$ cat src/hdl/mem_bus_pkg.sv
// Core-facing types for the fetch, LSU and MMU ports
// Addresses are byte addresses; the memory only uses word-aligned accesses
package mem_bus_pkg;

    typedef logic [31:0] addr_t;  // Byte address
    typedef logic [31:0] data_t;  // One data word
    typedef logic [3:0]  strb_t;  // One strobe per byte lane

    // Instruction fetch request
    typedef struct packed {
        logic  req;   // Held until ack
        logic  kill;  // One-cycle pulse, req drops with it
        addr_t addr;
    } fetch_req_t;

    typedef struct packed {
        logic  ack;     // One-cycle pulse
        data_t r_data;  // Valid with ack only
    } fetch_rsp_t;

    // Load/store bus
    typedef struct packed {
        logic  req;
        logic  w_en;    // 1 = store
        addr_t addr;
        data_t w_data;
        strb_t strb;    // Byte enables for stores
    } dbus_req_t;

    typedef struct packed {
        logic  ack;
        data_t r_data;  // Load data, ignore on stores
    } dbus_rsp_t;

    // MMU page-table walker, reads only
    typedef struct packed {
        logic  r_req;
        logic  flush;   // Kills the pending walk read
        addr_t paddr;
    } mmu_req_t;

    typedef struct packed {
        logic  r_valid;  // One-cycle pulse
        data_t r_data;
    } mmu_rsp_t;

endpackage

$ cat src/hdl/mem_port_pkg.sv
// Internal channels between the arbiters and the main memory
// Field layout follows the LSU request so a data grant needs no repacking
package mem_port_pkg;

    // Data port, LSU or MMU after the first arbiter
    typedef struct packed {
        logic               req;
        logic               w_en;
        mem_bus_pkg::addr_t addr;
        mem_bus_pkg::data_t w_data;
        mem_bus_pkg::strb_t strb;   // Zero for MMU reads
    } data_req_t;

    typedef struct packed {
        logic               ack;
        mem_bus_pkg::data_t r_data;
    } data_rsp_t;

    // Main memory channel, registered in the memory arbiter
    typedef struct packed {
        logic               req;
        logic               w_en;
        mem_bus_pkg::addr_t addr;
        mem_bus_pkg::data_t w_data;
        mem_bus_pkg::strb_t strb;
    } mem_req_t;

    typedef struct packed {
        logic               ack;     // Exactly MEM_LATENCY cycles after accept
        mem_bus_pkg::data_t r_data;
    } mem_rsp_t;

endpackage

$ cat src/hdl/dport_arbiter.sv
// LSU/MMU arbiter for the data port with fixed LSU priority
// One registered grant stage, so a data access costs one extra cycle
// MMU flush only acts while the MMU holds the grant
module dport_arbiter (
    input  logic                    clk,
    input  logic                    rst_n,
    input  mem_bus_pkg::dbus_req_t  dbus_req_i,
    output mem_bus_pkg::dbus_rsp_t  dbus_rsp_o,
    input  mem_bus_pkg::mmu_req_t   mmu_req_i,
    output mem_bus_pkg::mmu_rsp_t   mmu_rsp_o,
    output mem_port_pkg::data_req_t data_req_o,
    input  mem_port_pkg::data_rsp_t data_rsp_i,
    output logic                    data_kill_o
);

    typedef enum logic [1:0] {
        ST_IDLE,
        ST_LSU,
        ST_MMU
    } dport_state_e;

    dport_state_e state_q, state_d;

    always_ff @(posedge clk) begin
        if (!rst_n) begin
            state_q <= ST_IDLE;
        end else begin
            state_q <= state_d;
        end
    end

    // Grant selection
    always_comb begin
        state_d = state_q;
        case (state_q)
            ST_IDLE: begin
                if (dbus_req_i.req) begin
                    state_d = ST_LSU;  // LSU wins ties
                end else if (mmu_req_i.r_req && !mmu_req_i.flush) begin
                    state_d = ST_MMU;
                end
            end
            ST_LSU: begin
                if (data_rsp_i.ack) begin
                    state_d = ST_IDLE;
                end
            end
            ST_MMU: begin
                // Flush beats a same-cycle ack that the mem arbiter drops
                if (mmu_req_i.flush || data_rsp_i.ack) begin
                    state_d = ST_IDLE;
                end
            end
            default: state_d = ST_IDLE;
        endcase
    end

    // Request forwarding and ack steering from the registered grant
    always_comb begin
        data_req_o        = '0;
        data_kill_o       = 1'b0;
        dbus_rsp_o.ack    = 1'b0;
        dbus_rsp_o.r_data = data_rsp_i.r_data;  // Qualified by ack
        mmu_rsp_o.r_valid = 1'b0;
        mmu_rsp_o.r_data  = data_rsp_i.r_data;
        case (state_q)
            ST_LSU: begin
                data_req_o.req    = dbus_req_i.req;
                data_req_o.w_en   = dbus_req_i.w_en;
                data_req_o.addr   = dbus_req_i.addr;
                data_req_o.w_data = dbus_req_i.w_data;
                data_req_o.strb   = dbus_req_i.strb;
                dbus_rsp_o.ack    = data_rsp_i.ack;
            end
            ST_MMU: begin
                if (mmu_req_i.flush) begin
                    data_kill_o = 1'b1;  // Request already dropped here
                end else begin
                    // Walk read with no write data and no strobes
                    data_req_o.req    = mmu_req_i.r_req;
                    data_req_o.addr   = mmu_req_i.paddr;
                    mmu_rsp_o.r_valid = data_rsp_i.ack;
                end
            end
            default: data_req_o = '0;
        endcase
    end

    // Only one requester ever sees the shared ack
    a_single_rsp: assert property (@(posedge clk) disable iff (!rst_n)
        !(dbus_rsp_o.ack && mmu_rsp_o.r_valid));

    // Kill ends a walk read that the MMU held up to the flush edge
    a_kill_from_mmu: assert property (@(posedge clk) disable iff (!rst_n)
        data_kill_o |-> $past(mmu_req_i.r_req) && !mmu_req_i.r_req);

endmodule

$ cat config.mk
export PLATFORM = sky130hd
export DESIGN_NAME = dport_arbiter
export DESIGN_NICKNAME = d
export VERILOG_FILES = /design/src/hdl/mem_bus_pkg.sv /design/src/hdl/mem_port_pkg.sv /design/src/hdl/dport_arbiter.sv
export SDC_FILE = /design/constraint.sdc
export NUM_CORES = 1
export LEC_CHECK = 0
export BUFFER_PORTS_ARGS = -buffer_cell sky130_fd_sc_hd__buf_2
export CAP_MARGIN = 20
export CORE_AREA = 2 2 108 110
export CTS_BUF_LIST = sky130_fd_sc_hd__clkbuf_2
export CTS_CLUSTER_DIAMETER = 120
export DETAILED_ROUTE_END_ITERATION = 10
export DIE_AREA = 0 0 110 112
export PLACE_DENSITY_LB_ADDON = 0.1
export SLEW_MARGIN = 20
export SYNTH_ARGS = -nofsm -noshare
export SYNTH_HDL_FRONTEND = slang
export SYNTH_SLANG_ARGS = --single-unit
$ cat constraint.sdc
create_clock -name clk -period 4 [get_ports clk]
set_input_delay 0.4 -clock clk [delete_from_list [all_inputs] [get_ports clk]]
set_output_delay 0.4 -clock clk [all_outputs]
set_load 0.01 [all_outputs]
==> results.md <==
- Status: completed
- CTS tree: yes
- Post-Syn Instances: 203
- Core Region: 11200 um2
- HPWL Detailed: 4550 um
- Post-CTS Setup Bufs: 0
- Setup Skew: 0.000132 ns
- Met1 usage: 7.43%
- Hold_buf cts: 0
- Pre-Repair DR Iteration Count: 4
- Clock transition at path regs: 0.03 ns
- Clock buffer count from CTS: 3
- Final period util: 61.9%
- Fmax: 0.404 GHz
- CP Max Fanout: 22
- Cell area after synthesis: 1410 um2
- Die X: 110 um
- Post-route ant nets: 0
- Overall die area: 12300 um2
- Number of I/O port buffers: 179
- Grt met3 use: 1.99%
- Worst-skew pair later-pin latency: 0.19 ns
- Max-slew headroom: 38.5%
- Setup-failing EPs final: 0
- Total Routing Usage GR: 8.03%
- Vias in the first global route: 1606
- Initial Util: 12.6%
- Leak: 1.11 nW
- Warnings from Yosys: 0
- Die height: 112 um
- P per Cell Area: 167 nW/um2
- Antenna cells: 0
- R2r setup slk: 1.89 ns
- Largest net degree at the start of global routing: 73
- Routed vias: 1669
- Total congestion overflow: 0
- Nets@finish: 452
- Worst hold path startpoint: rst_n
- Final min period: 2.47 ns
- Hold Path End: state_q[1]
- Biggest regs: state_q: 2 flops
- Final WL: 5560 um
- Hold Path Stages: 2
- Synth Area per Inst: 6.96 um2
- Max_cap viols: 0
- Worst R2R Start: state_q[0]
- Placed instance area: 1970 um2
- Max reg flops: 2
- CP Launch Point: state_q[0]
- CTS Sinks: 2
- Mapped Nets: 346
- WL/cell: 12.4 um
- Initial antenna violation count: 0
- Kind of critical path: flip-flop to output port
- H-tree depth: 1
- R2R depth: 7
- Cell variety after synth: 18
- Hold Fails Final Rpt: 0
- Setup Total Neg Slack: 0 ns
- Synthesized flop and latch total: 2
- DR DRC count: 0
- First-pass GRT wire length: 7740 um
- Reg with most FFs: state_q
- Routing usage on met2: 16.4%
- # IOs: 276
- Max IR drop VDD: 0.0804 mV
- Least-Margin Pin Slew: 0.922 ns
- Worst Path Required: 3.60 ns
- Critical path arrival: 2.07 ns
- Worst r2r dst: state_q[1]
- Share of cells above drive strength 1: 60.9%
- DR vias/cell: 3.71
- Root buf cell: clkbuf_2
- Iter 0 DRT Violations: 74
- Worst setup EP type: output port
- # resized after CTS: 0
- Slew Limit Fails: 0
- Global routing's busiest layer: met2
- Hold WC Path Type: primary input to flip-flop
- Max Root-Sink Buffers: 2
- Fin area: 1980 um2
- CP Launch Type: flip-flop
- Row cnt: 39
- Post-synthesis sequential area ratio: 2.83%
- Area Overhead vs Synth: 40.2%
- Unrepaired setup endpoints after global routing: false
- Routability congestion estimate: 0.633
final cells by class:
cell class                 count  area (um2)
fill                        1296        9190
clock buffer                   3        15.0
tap                          143         179
inverter                       3        11.3
sequential                     2        40.0
timing repair buffer         180         903
multi-input combinational    119         832
critical path, cell delays in order (launching register included):
cell,delay (ns)
dfxtp_1,0.34
inv_1,0.11
ha_1,0.17
nor2b_2,0.49
buf_4,0.37
a22oi_1,0.12
nor2b_1,0.15
buf_2,0.14
cells by family after synthesis:
logic type,after synthesis,share of synthesized area (%)
fa+ha+maj,4,3.54
compound gates,37,20.2
flops,2,2.83
buf+inv,82,39.3
simple gates,78,34.1
worst max path at each step:
| stage | slack (ns) | end | cells past startpoint |
|---|---|---|---|
| floorplan | 2.34 | data_req_o[36] | 6 |
| global placement | 1.55 | data_req_o[53] | 5 |
| detailed placement | 1.63 | data_req_o[36] | 7 |
| CTS | 1.40 | data_req_o[53] | 7 |
| global route | 1.25 | data_req_o[37] | 7 |
| finish | 1.53 | data_req_o[53] | 7 |
power breakdown:
group	total, mW	switching [mW]	internal (mW)	leakage [nW]
Sequential	0.0261	0.00327	0.0228	0.0165
Clock	0.0307	0.0108	0.0199	0.0125
Combinational	0.274	0.136	0.138	1.08
stage by stage:
step                      utilization [%]  total power [mW]  hold slack [ns]  cells  setup WS (ns)
after detailed placement             17.6             0.308            0.535    447           1.63
after CTS                            17.7             0.343            0.472    450           1.40
after global placement               17.5             0.309            0.502    447           1.55
final                                17.7             0.331            0.486    450           1.53
after floorplan                         -             0.246            0.465    203           2.34
after global routing                 17.7             0.371            0.481    450           1.25
synthesized netlist by cell type:
cell type  instances  area, um2
dfxtp_1            2       40.0
buf_4             64        480
clkbuf_1           9       33.8
and2_1            39        244
inv_1              3       11.3
a22oi_1           32        240
clkbuf_2           1       5.00
o221a_2            1       11.3
ha_1               4       50.1
a32oi_1            1       8.76
nand3_1            1       5.00
a21oi_2            1       8.76
nor2b_1           35        219
o22ai_1            1       6.26
buf_2              5       25.0
and3_1             1       6.26
nand2_1            2       7.51
o21ba_1            1       10.0
routing by layer:
layer | vias to the layer above | wire, um | part of all wire, %
met2 | 143 | 2910 | 52
met5 | - | 0 | 0
li1 | 814 | - | -
met3 | 17 | 750 | 13
met1 | 695 | 1800 | 32
met4 | 0 | 101 | 1.8
cell usage in the layout, fill, tap and decap left out:
cell | netlist | routed
and2_1 | 39 | 39
and3_1 | 1 | 1
ha_4 | 0 | 1
a32oi_1 | 1 | 1
ha_1 | 4 | 3
o22ai_1 | 1 | 1
clkbuf_2 | 1 | 3
a22oi_1 | 32 | 32
nor2b_2 | 0 | 1
nand3_1 | 1 | 1
o21ba_1 | 1 | 1
nand2_1 | 2 | 2
dfxtp_1 | 2 | 2
nor2b_1 | 35 | 34
buf_2 | 5 | 179
buf_4 | 64 | 1
inv_1 | 3 | 3
a21oi_2 | 1 | 1
o221a_2 | 1 | 1
Note: power is estimated with default switching activity, not from simulation.
