File: src/hdl/mem_bus_pkg.sv
// Core-facing types for the fetch, LSU and MMU ports
// Addresses are byte addresses; the memory only uses word-aligned accesses
package mem_bus_pkg;

    typedef logic [31:0] addr_t;  // Byte address
    typedef logic [31:0] data_t;  // One data word
    typedef logic [3:0]  strb_t;  // One strobe per byte lane

    // Instruction fetch request
    typedef struct packed {
        logic  req;   // Held until ack
        logic  kill;  // One-cycle pulse, req drops with it
        addr_t addr;
    } fetch_req_t;

    typedef struct packed {
        logic  ack;     // One-cycle pulse
        data_t r_data;  // Valid with ack only
    } fetch_rsp_t;

    // Load/store bus
    typedef struct packed {
        logic  req;
        logic  w_en;    // 1 = store
        addr_t addr;
        data_t w_data;
        strb_t strb;    // Byte enables for stores
    } dbus_req_t;

    typedef struct packed {
        logic  ack;
        data_t r_data;  // Load data, ignore on stores
    } dbus_rsp_t;

    // MMU page-table walker, reads only
    typedef struct packed {
        logic  r_req;
        logic  flush;   // Kills the pending walk read
        addr_t paddr;
    } mmu_req_t;

    typedef struct packed {
        logic  r_valid;  // One-cycle pulse
        data_t r_data;
    } mmu_rsp_t;

endpackage

File: src/hdl/mem_port_pkg.sv
// Internal channels between the arbiters and the main memory
// Field layout follows the LSU request so a data grant needs no repacking
package mem_port_pkg;

    // Data port, LSU or MMU after the first arbiter
    typedef struct packed {
        logic               req;
        logic               w_en;
        mem_bus_pkg::addr_t addr;
        mem_bus_pkg::data_t w_data;
        mem_bus_pkg::strb_t strb;   // Zero for MMU reads
    } data_req_t;

    typedef struct packed {
        logic               ack;
        mem_bus_pkg::data_t r_data;
    } data_rsp_t;

    // Main memory channel, registered in the memory arbiter
    typedef struct packed {
        logic               req;
        logic               w_en;
        mem_bus_pkg::addr_t addr;
        mem_bus_pkg::data_t w_data;
        mem_bus_pkg::strb_t strb;
    } mem_req_t;

    typedef struct packed {
        logic               ack;     // Exactly MEM_LATENCY cycles after accept
        mem_bus_pkg::data_t r_data;
    } mem_rsp_t;

endpackage

File: src/hdl/mem_arbiter.sv
// Data/fetch arbiter for main memory, data port has fixed priority
// Memory request is registered and held until the memory ack
// A killed access still waits for its ack, which is then dropped
module mem_arbiter (
    input  logic                    clk,
    input  logic                    rst_n,
    input  mem_port_pkg::data_req_t data_req_i,
    output mem_port_pkg::data_rsp_t data_rsp_o,
    input  logic                    data_kill_i,
    input  mem_bus_pkg::fetch_req_t fetch_req_i,
    output mem_bus_pkg::fetch_rsp_t fetch_rsp_o,
    output mem_port_pkg::mem_req_t  mem_req_o,
    input  mem_port_pkg::mem_rsp_t  mem_rsp_i
);

    import mem_port_pkg::*;

    typedef enum logic [2:0] {
        ST_IDLE,
        ST_DATA,
        ST_FETCH,
        ST_DKILL,  // Draining a killed data access
        ST_FKILL   // Draining a killed fetch
    } marb_state_e;

    marb_state_e state_q, state_d;
    mem_req_t    mem_req_q, mem_req_d;
    logic        mem_ack;

    assign mem_ack   = mem_rsp_i.ack;
    assign mem_req_o = mem_req_q;

    always_ff @(posedge clk) begin
        if (!rst_n) begin
            state_q   <= ST_IDLE;
            mem_req_q <= '0;
        end else begin
            state_q   <= state_d;
            mem_req_q <= mem_req_d;
        end
    end

    always_comb begin
        state_d            = state_q;
        mem_req_d          = mem_req_q;          // Held while pending
        data_rsp_o.ack     = 1'b0;
        data_rsp_o.r_data  = mem_rsp_i.r_data;
        fetch_rsp_o.ack    = 1'b0;
        fetch_rsp_o.r_data = mem_rsp_i.r_data;
        case (state_q)
            ST_IDLE: begin
                mem_req_d = '0;
                if (data_req_i.req) begin
                    mem_req_d.req    = 1'b1;
                    mem_req_d.w_en   = data_req_i.w_en;
                    mem_req_d.addr   = data_req_i.addr;
                    mem_req_d.w_data = data_req_i.w_data;
                    mem_req_d.strb   = data_req_i.strb;
                    state_d          = ST_DATA;
                end else if (fetch_req_i.req) begin
                    mem_req_d.req  = 1'b1;  // Fetch is always a read
                    mem_req_d.addr = fetch_req_i.addr;
                    state_d        = ST_FETCH;
                end
            end
            ST_DATA: begin
                if (data_kill_i) begin
                    // Ack in the kill cycle is simply dropped
                    state_d = mem_ack ? ST_IDLE : ST_DKILL;
                end else if (mem_ack) begin
                    data_rsp_o.ack = 1'b1;
                    state_d        = ST_IDLE;
                end
            end
            ST_FETCH: begin
                if (fetch_req_i.kill) begin
                    state_d = mem_ack ? ST_IDLE : ST_FKILL;
                end else if (mem_ack) begin
                    fetch_rsp_o.ack = 1'b1;
                    state_d         = ST_IDLE;
                end
            end
            ST_DKILL, ST_FKILL: begin
                if (mem_ack) begin
                    state_d = ST_IDLE;  // Swallow the orphan ack
                end
            end
            default: state_d = ST_IDLE;
        endcase

        // Every ack ends the access, so memory sees no req in the idle cycle
        if (mem_ack) begin
            mem_req_d = '0;
        end
    end

    // Memory channel is frozen from grant until its ack
    a_req_stable: assert property (@(posedge clk) disable iff (!rst_n)
        mem_req_o.req && !mem_rsp_i.ack |=> $stable(mem_req_o));

    // One memory ack reaches at most one requester
    a_single_ack: assert property (@(posedge clk) disable iff (!rst_n)
        !(data_rsp_o.ack && fetch_rsp_o.ack));

endmodule

File: config.mk
export PLATFORM = sky130hd
export DESIGN_NAME = mem_arbiter
export DESIGN_NICKNAME = d
export VERILOG_FILES = /design/src/hdl/mem_bus_pkg.sv /design/src/hdl/mem_port_pkg.sv /design/src/hdl/mem_arbiter.sv
export SDC_FILE = /design/constraint.sdc
export NUM_CORES = 1
export LEC_CHECK = 0
export BUFFER_PORTS_ARGS = -buffer_cell sky130_fd_sc_hd__buf_2
export CAP_MARGIN = 20
export CORE_AREA = 2 2 108 110
export DETAILED_ROUTE_END_ITERATION = 7
export DIE_AREA = 0 0 110 112
export PLACE_DENSITY_LB_ADDON = 0.3
export SLEW_MARGIN = 20
export SYNTH_ARGS = -nofsm -noshare
export SYNTH_HDL_FRONTEND = slang
export SYNTH_SLANG_ARGS = --single-unit
File: constraint.sdc
create_clock -name clk -period 1.7 [get_ports clk]
set_input_delay 0.51 -clock clk [delete_from_list [all_inputs] [get_ports clk]]
set_output_delay 0.51 -clock clk [all_outputs]
set_load 0.005 [all_outputs]
==> impl_metrics.env, run 1 <==
export IMPL_status="finished, violations left"
export IMPL_violations="setup timing"
export IMPL_core_area_um2=11200
export IMPL_dr_first_iter_drc_count=135
export IMPL_crit_chain="nor2b_4 -> nand2_1 -> nor3_2 -> buf_2"
export IMPL_grt_max_degree=40
export IMPL_clock_latency_ns=0.32
export IMPL_placed_area_um2=3930
export IMPL_final_cells=627
export IMPL_cp_data_arrival_time_ns=1.20
export IMPL_p_leak_nw=1.87
export IMPL_start_util_pct=29.9
export IMPL_ys_seq_area_share_pct=43.8
export IMPL_cp_startpoint="state_q[1]$_SDFFE_PN0P_"
export IMPL_critPathCaptureType="output pin"
export IMPL_drive_gt1_share_pct=45.5
export IMPL_core_rowCount=39
export IMPL_clkTransAtPathRegs_ns=0.06
export IMPL_avgSynthCellArea_um2=8.95
export IMPL_worstReg2RegEnd="mem_req_o[51]$_SDFFE_PP0N_"
export IMPL_overflow=0
export IMPL_finalWeightedCongestion=0.772
export IMPL_track_usage_pct=16.4
export IMPL_fill_cells=1140
export IMPL_critical_path_max_fanout=6
export IMPL_ys_seq_elements=73
export IMPL_die_area_um2=12300
export IMPL_final_nets=620
export IMPL_cp_required_ns=1.19
export IMPL_maxCapViolations=0
export IMPL_wl_per_cell_um=16.7
export IMPL_pwr_share_comb_pct=16.0
export IMPL_tns_ns=-0.00500
export IMPL_drt_antenna_violating_nets=0
export IMPL_die_y_um=112
export IMPL_ios=276
export IMPL_synth_edf_count=0
export IMPL_p_seq_share_pct=41.3
export IMPL_setup_violations=1
export IMPL_powerDensity_nw_per_um2=1030
export IMPL_ys_async_sr_fraction_pct=0
export IMPL_htree_levels=3
export IMPL_critical_path_class="reg2out"
export IMPL_synth_cell_types=25
export IMPL_netlist_area_um2=3340
export IMPL_syn_inst=373
export IMPL_io_buffer_count=179
export IMPL_fin_ws_ns=-0.00500
export IMPL_multi_input_area_um2=1260
export IMPL_grt_pass1_wl_um=15600
export IMPL_place_hpwl_um=7510
export IMPL_netSwitchingFraction_pct=25.6
export IMPL_ys_warnings_count=0
export IMPL_worstMarginPinSlew_ns=0.467
export IMPL_p_sw_w=0.00113
export IMPL_worstRegToRegCells=4
export IMPL_placed_cells=609
export IMPL_vias=3176
export IMPL_die_x_um=110
export IMPL_drcViolationCount=0
export IMPL_crit_end="fetch_rsp_o[32]"
export IMPL_ir_drop_mv=0.386
export IMPL_synthFlopType="dfxtp_1"
export IMPL_slowest_delay_ns=0.38
export IMPL_viasPerCell=5.07
export IMPL_syn_nets=513
export IMPL_clock_sinks=73
export IMPL_final_area_um2=4290
export IMPL_clock_skew_ns=0.00649
export IMPL_cts_hold_buf=0
export IMPL_cts_buffers=9
export IMPL_grt_pass1_vias=3024
export IMPL_worst_r2r_setup_slack_ns=0.13
export IMPL_hold_viol=0
export IMPL_max_freq_ghz=0.587
export IMPL_finalWorstPathRequiredPeriod_ns=1.71
export IMPL_rsz0062_at_grt="yes"
export IMPL_clock_power_share_pct=42.7
export IMPL_clockBufferDepth=2
export IMPL_hp_start="data_req_i[67]"
export IMPL_worstReg2RegStart="state_q[2]$_SDFFE_PN0P_"
export IMPL_area_delta_synth_final_pct=28.4
export IMPL_tritoncts="done"
export IMPL_hp_class="in2reg"
export IMPL_firstDrtPassIters=4
export IMPL_p_int_w=0.00330
export IMPL_cts_root_buf="clkbuf_16"
export IMPL_insertedDiodeCount=0
export IMPL_antenna_found_initial=0
export IMPL_cp_slowest_cell="dfxtp_4"
export IMPL_fin_crit_sh_pct=100
export IMPL_regArea_um2=1470
export IMPL_routed_wl_um=10500
export IMPL_drv_slew=0
export IMPL_startpoint_type="flop"
export IMPL_relSlewSlack_pct=68.4
[logic make-up after synthesis]
logic type      count (synthesis)  share of synthesized area [%]
compound gates                108                           23.7
buf+inv                       101                           19.6
flops                          73                           43.8
simple gates                   91                           13.0
[cell usage after synthesis (3+ instances only)]
| cell | count | area [um^2] |
|---|---|---|
| dfxtp_1 | 73 | 1460 |
| buf_4 | 66 | 495 |
| nand2_1 | 40 | 150 |
| a21oi_1 | 39 | 195 |
| nand3_1 | 37 | 185 |
| a32oi_1 | 32 | 280 |
| o2bb2ai_1 | 32 | 280 |
| clkbuf_1 | 23 | 86.3 |
| buf_1 | 5 | 18.8 |
| nor3_1 | 5 | 25.0 |
| buf_2 | 3 | 15.0 |
| buf_6 | 3 | 33.8 |
| nor2_1 | 3 | 11.3 |
[worst min-delay path by stage]
| stage | endpoint | slack, ns | depth (start not counted) |
|---|---|---|---|
| after global routing | mem_req_o[61]$_SDFFE_PP0N_ | 0.36 | 2 |
| after CTS | mem_req_o[37]$_SDFFE_PP0N_ | 0.37 | 2 |
| final | mem_req_o[67]$_SDFFE_PP0N_ | 0.38 | 2 |
| after detailed placement | mem_req_o[0]$_SDFFE_PP0N_ | 0.44 | 2 |
| after global placement | mem_req_o[21]$_SDFFE_PP0N_ | 0.43 | 2 |
| after floorplan | mem_req_o[25]$_SDFFE_PP0N_ | 0.45 | 2 |
[through the flow]
stage                     util [%]  hold slack, ns  total power [W]  worst slack [ns]
after global placement        35.2           0.435          0.00255             0.109
after global routing          38.4           0.363          0.00465           -0.0540
after detailed placement      35.2           0.441          0.00256            0.0705
after CTS                     38.0           0.368          0.00448           -0.0315
after floorplan                  -           0.448          0.00235             0.184
final                         38.4           0.383          0.00443          -0.00500
[layout make-up]
| type | count | area share, % |
|---|---|---|
| Timing Repair Buffer | 196 | 25.2 |
| Sequential cell | 73 | 34.2 |
| Clock buffer | 12 | 5.98 |
| Tap cell | 143 | 4.17 |
| Clock inverter | 3 | 0.934 |
| Multi-Input combinational cell | 199 | 29.4 |
| Inverter | 1 | 0.0875 |
[critical path, delay by kind of cell, from the launching register on]
family,cells,cell delay (ns)
simple gates,3,0.36
flops,1,0.38
buf+inv,1,0.14
[power groups by stage]
stage | Combinational [W] | Sequential, W | Clock [W]
2_1_floorplan | 0.000479 | 0.00187 | 0
3_3_place_gp | 0.000686 | 0.00186 | 0
3_5_place_dp | 0.000696 | 0.00186 | 0
4_1_cts | 0.000698 | 0.00183 | 0.00196
5_1_grt | 0.000773 | 0.00184 | 0.00204
6_report | 0.000708 | 0.00183 | 0.00189
[repair_timing]
| action | 4_1_cts | 5_1_grt |
|---|---|---|
| setup endpoints to repair | 2 | 2 |
| resized for setup | 6 | 4 |
| buffers inserted | 0 | 3 |
| pin swaps | 0 | 0 |
[flip-flops by register name, summed over array words and instances, names as in the netlist]
signal     count
mem_req_o     70
state_q        3
[layout by cell type, fill, tap and decap left out, drive strengths merged, types with 2 or more instances in the layout]
cell,count
clkbuf,12
nor4,2
o2bb2ai,32
a32oi,32
nand3,37
nor3,6
dfxtp,73
buf,196
clkinv,2
a21oi,39
nand2,40
nor2,3
[metal layers]
metal	vias to the layer above	GRT usage (%)	part of all wire, %
met1	1482	18.4	38
met3	10	6.09	10
li1	1499	-	-
met2	185	28.2	50
met4	0	5.15	1.2
met5	-	0	0
Power figures use the tool's default switching activity.
==> run 2, diff against run 1 <==
Settings changed: PLACE_DENSITY set to 0.63, PLACE_DENSITY_LB_ADDON 0.3 to unset.
==> run 2 against run 1 <==
The flow now finishes without violations. Critical path depth unchanged. Combinational power rose by 2%. Utilization up 0.66 points. Via count fell by 0.57%. Count of clock-buffer cells in the layout shrank 1. Largest cell class unchanged.
==> impl_metrics.env, run 2 (same netlist as run 1, synthesis figures left out) <==
export IMPL_status="finished clean"
export IMPL_rsz0062_at_grt="yes"
export IMPL_die_x_um=110
export IMPL_ios=276
export IMPL_overflow=0
export IMPL_hp_start="data_req_i[46]"
export IMPL_hold_viol=0
export IMPL_crit_end="fetch_rsp_o[32]"
export IMPL_critical_path_max_fanout=5
export IMPL_start_util_pct=29.9
export IMPL_cp_num_cells=4
export IMPL_cts_buffers=9
export IMPL_area_delta_synth_final_pct=30.6
export IMPL_path_buf_inv=1
export IMPL_cp_slowest_cell="dfxtp_4"
export IMPL_drt_antenna_violating_nets=0
export IMPL_insertedDiodeCount=0
export IMPL_critical_path_class="reg2out"
export IMPL_setup_violations=0
export IMPL_final_nets=621
export IMPL_hp_class="in2reg"
export IMPL_cp_data_arrival_time_ns=1.16
export IMPL_clock_latency_ns=0.33
export IMPL_slowest_delay_ns=0.37
export IMPL_worstReg2RegEnd="state_q[2]$_SDFFE_PN0P_"
export IMPL_finalWeightedCongestion=0.787
export IMPL_multi_input_area_um2=1250
export IMPL_worstReg2RegStart="state_q[2]$_SDFFE_PN0P_"
export IMPL_grt_max_degree=57
export IMPL_final_area_um2=4360
export IMPL_startpoint_type="flop"
export IMPL_placed_area_um2=3960
export IMPL_clock_skew_ns=0.00598
export IMPL_powerDensity_nw_per_um2=1080
export IMPL_final_cells=629
export IMPL_worstRegToRegCells=3
export IMPL_drcViolationCount=0
export IMPL_fin_crit_sh_pct=98.2
export IMPL_fill_cells=1128
export IMPL_mostFrequentLayoutCell="buf_2"
export IMPL_cp_startpoint="state_q[1]$_SDFFE_PN0P_"
export IMPL_worst_r2r_setup_slack_ns=0.14
export IMPL_max_freq_ghz=0.599
export IMPL_vias=3158
export IMPL_tritoncts="done"
export IMPL_cp_required_ns=1.19
export IMPL_maxCapViolations=0
export IMPL_die_area_um2=12300
export IMPL_crit_family="flip-flops"
export IMPL_core_area_um2=11200
export IMPL_clock_sinks=73
export IMPL_grt_pass1_vias=3078
export IMPL_viasPerCell=5.02
export IMPL_ir_drop_mv=0.455
export IMPL_clockBufferDepth=2
export IMPL_htree_levels=3
export IMPL_wl_per_cell_um=16.3
export IMPL_cts_root_buf="clkbuf_16"
export IMPL_grt_pass1_wl_um=15200
export IMPL_firstDrtPassIters=4
export IMPL_tns_ns=0
export IMPL_die_y_um=112
export IMPL_io_buffer_count=179
export IMPL_largest_reg_flops=70
export IMPL_placed_cells=610
export IMPL_drive_gt1_share_pct=45.9
export IMPL_finalWorstPathRequiredPeriod_ns=1.67
export IMPL_p_leak_nw=1.90
export IMPL_track_usage_pct=16.3
export IMPL_core_rowCount=39
export IMPL_routed_wl_um=10300
export IMPL_relSlewSlack_pct=68.8
export IMPL_drv_slew=0
export IMPL_dr_first_iter_drc_count=108
export IMPL_critPathCaptureType="output pin"
export IMPL_place_hpwl_um=7520
export IMPL_clkTransAtPathRegs_ns=0.06
export IMPL_regArea_um2=1470
export IMPL_layout_common_cells="179 x buf_2, 70 x dfxtp_1, 40 x nand2_1"
export IMPL_antenna_found_initial=0
export IMPL_crit_chain="nor2b_4 -> nand2_1 -> nor3_2 -> buf_2"
export IMPL_power_w=0.00472
export IMPL_worstMarginPinSlew_ns=0.461
==> run 2: metrics by stage <==
step	utilization (%)	setup WS, ns	hold WS, ns
global placement	35.4	0.109	0.435
floorplan	-	0.184	0.448
finish	39.0	0.0314	0.373
global route	39.0	-0.0433	0.363
CTS	38.9	-0.00119	0.355
detailed placement	35.4	0.0509	0.440
==> run 2: layer usage <==
layer	routed length [um]	GRT usage, %	vias to the layer above
met5	0	0	-
met4	168	6.84	0
met3	1020	5.62	11
met2	5280	29.0	180
met1	3820	17.1	1464
li1	-	-	1503
==> run 2: area by class of cell <==
cell class | instances | area share, %
Clock inverter | 5 | 2.35
Timing Repair Buffer | 197 | 25.5
Sequential cell | 73 | 33.6
Inverter | 1 | 0.0861
Clock buffer | 11 | 5.57
Multi-Input combinational cell | 199 | 28.7
Tap cell | 143 | 4.10
==> run 2: repair_timing <==
action / 4_1_cts / 5_1_grt
hold buffers: 0 / 0
setup endpoints to repair: 2 / 2
resized for setup: 8 / 2
setup buffers: 1 / 2
==> run 2: worst min-delay path by stage <==
stage                     cells past startpoint  slack [ns]                         end
after CTS                                     2        0.36  mem_req_o[54]$_SDFFE_PP0N_
final                                         2        0.37  mem_req_o[46]$_SDFFE_PP0N_
after global placement                        2        0.43  mem_req_o[19]$_SDFFE_PP0N_
after detailed placement                      2        0.44   mem_req_o[2]$_SDFFE_PP0N_
after global routing                          2        0.36  mem_req_o[43]$_SDFFE_PP0N_
after floorplan                               2        0.45  mem_req_o[25]$_SDFFE_PP0N_
==> run 2: worst reg2reg max path: stages (launching register included) <==
cell,delay [ns]
dfxtp_2,0.32
or3_2,0.57
o311ai_1,0.45
nor3_1,0.10
==> run 2: report_power, final <==
part           leakage, nW  switching, W  internal [W]
Combinational         1.14      0.000407      0.000315
Sequential           0.595     0.0000392       0.00179
Clock                0.166      0.000699       0.00147
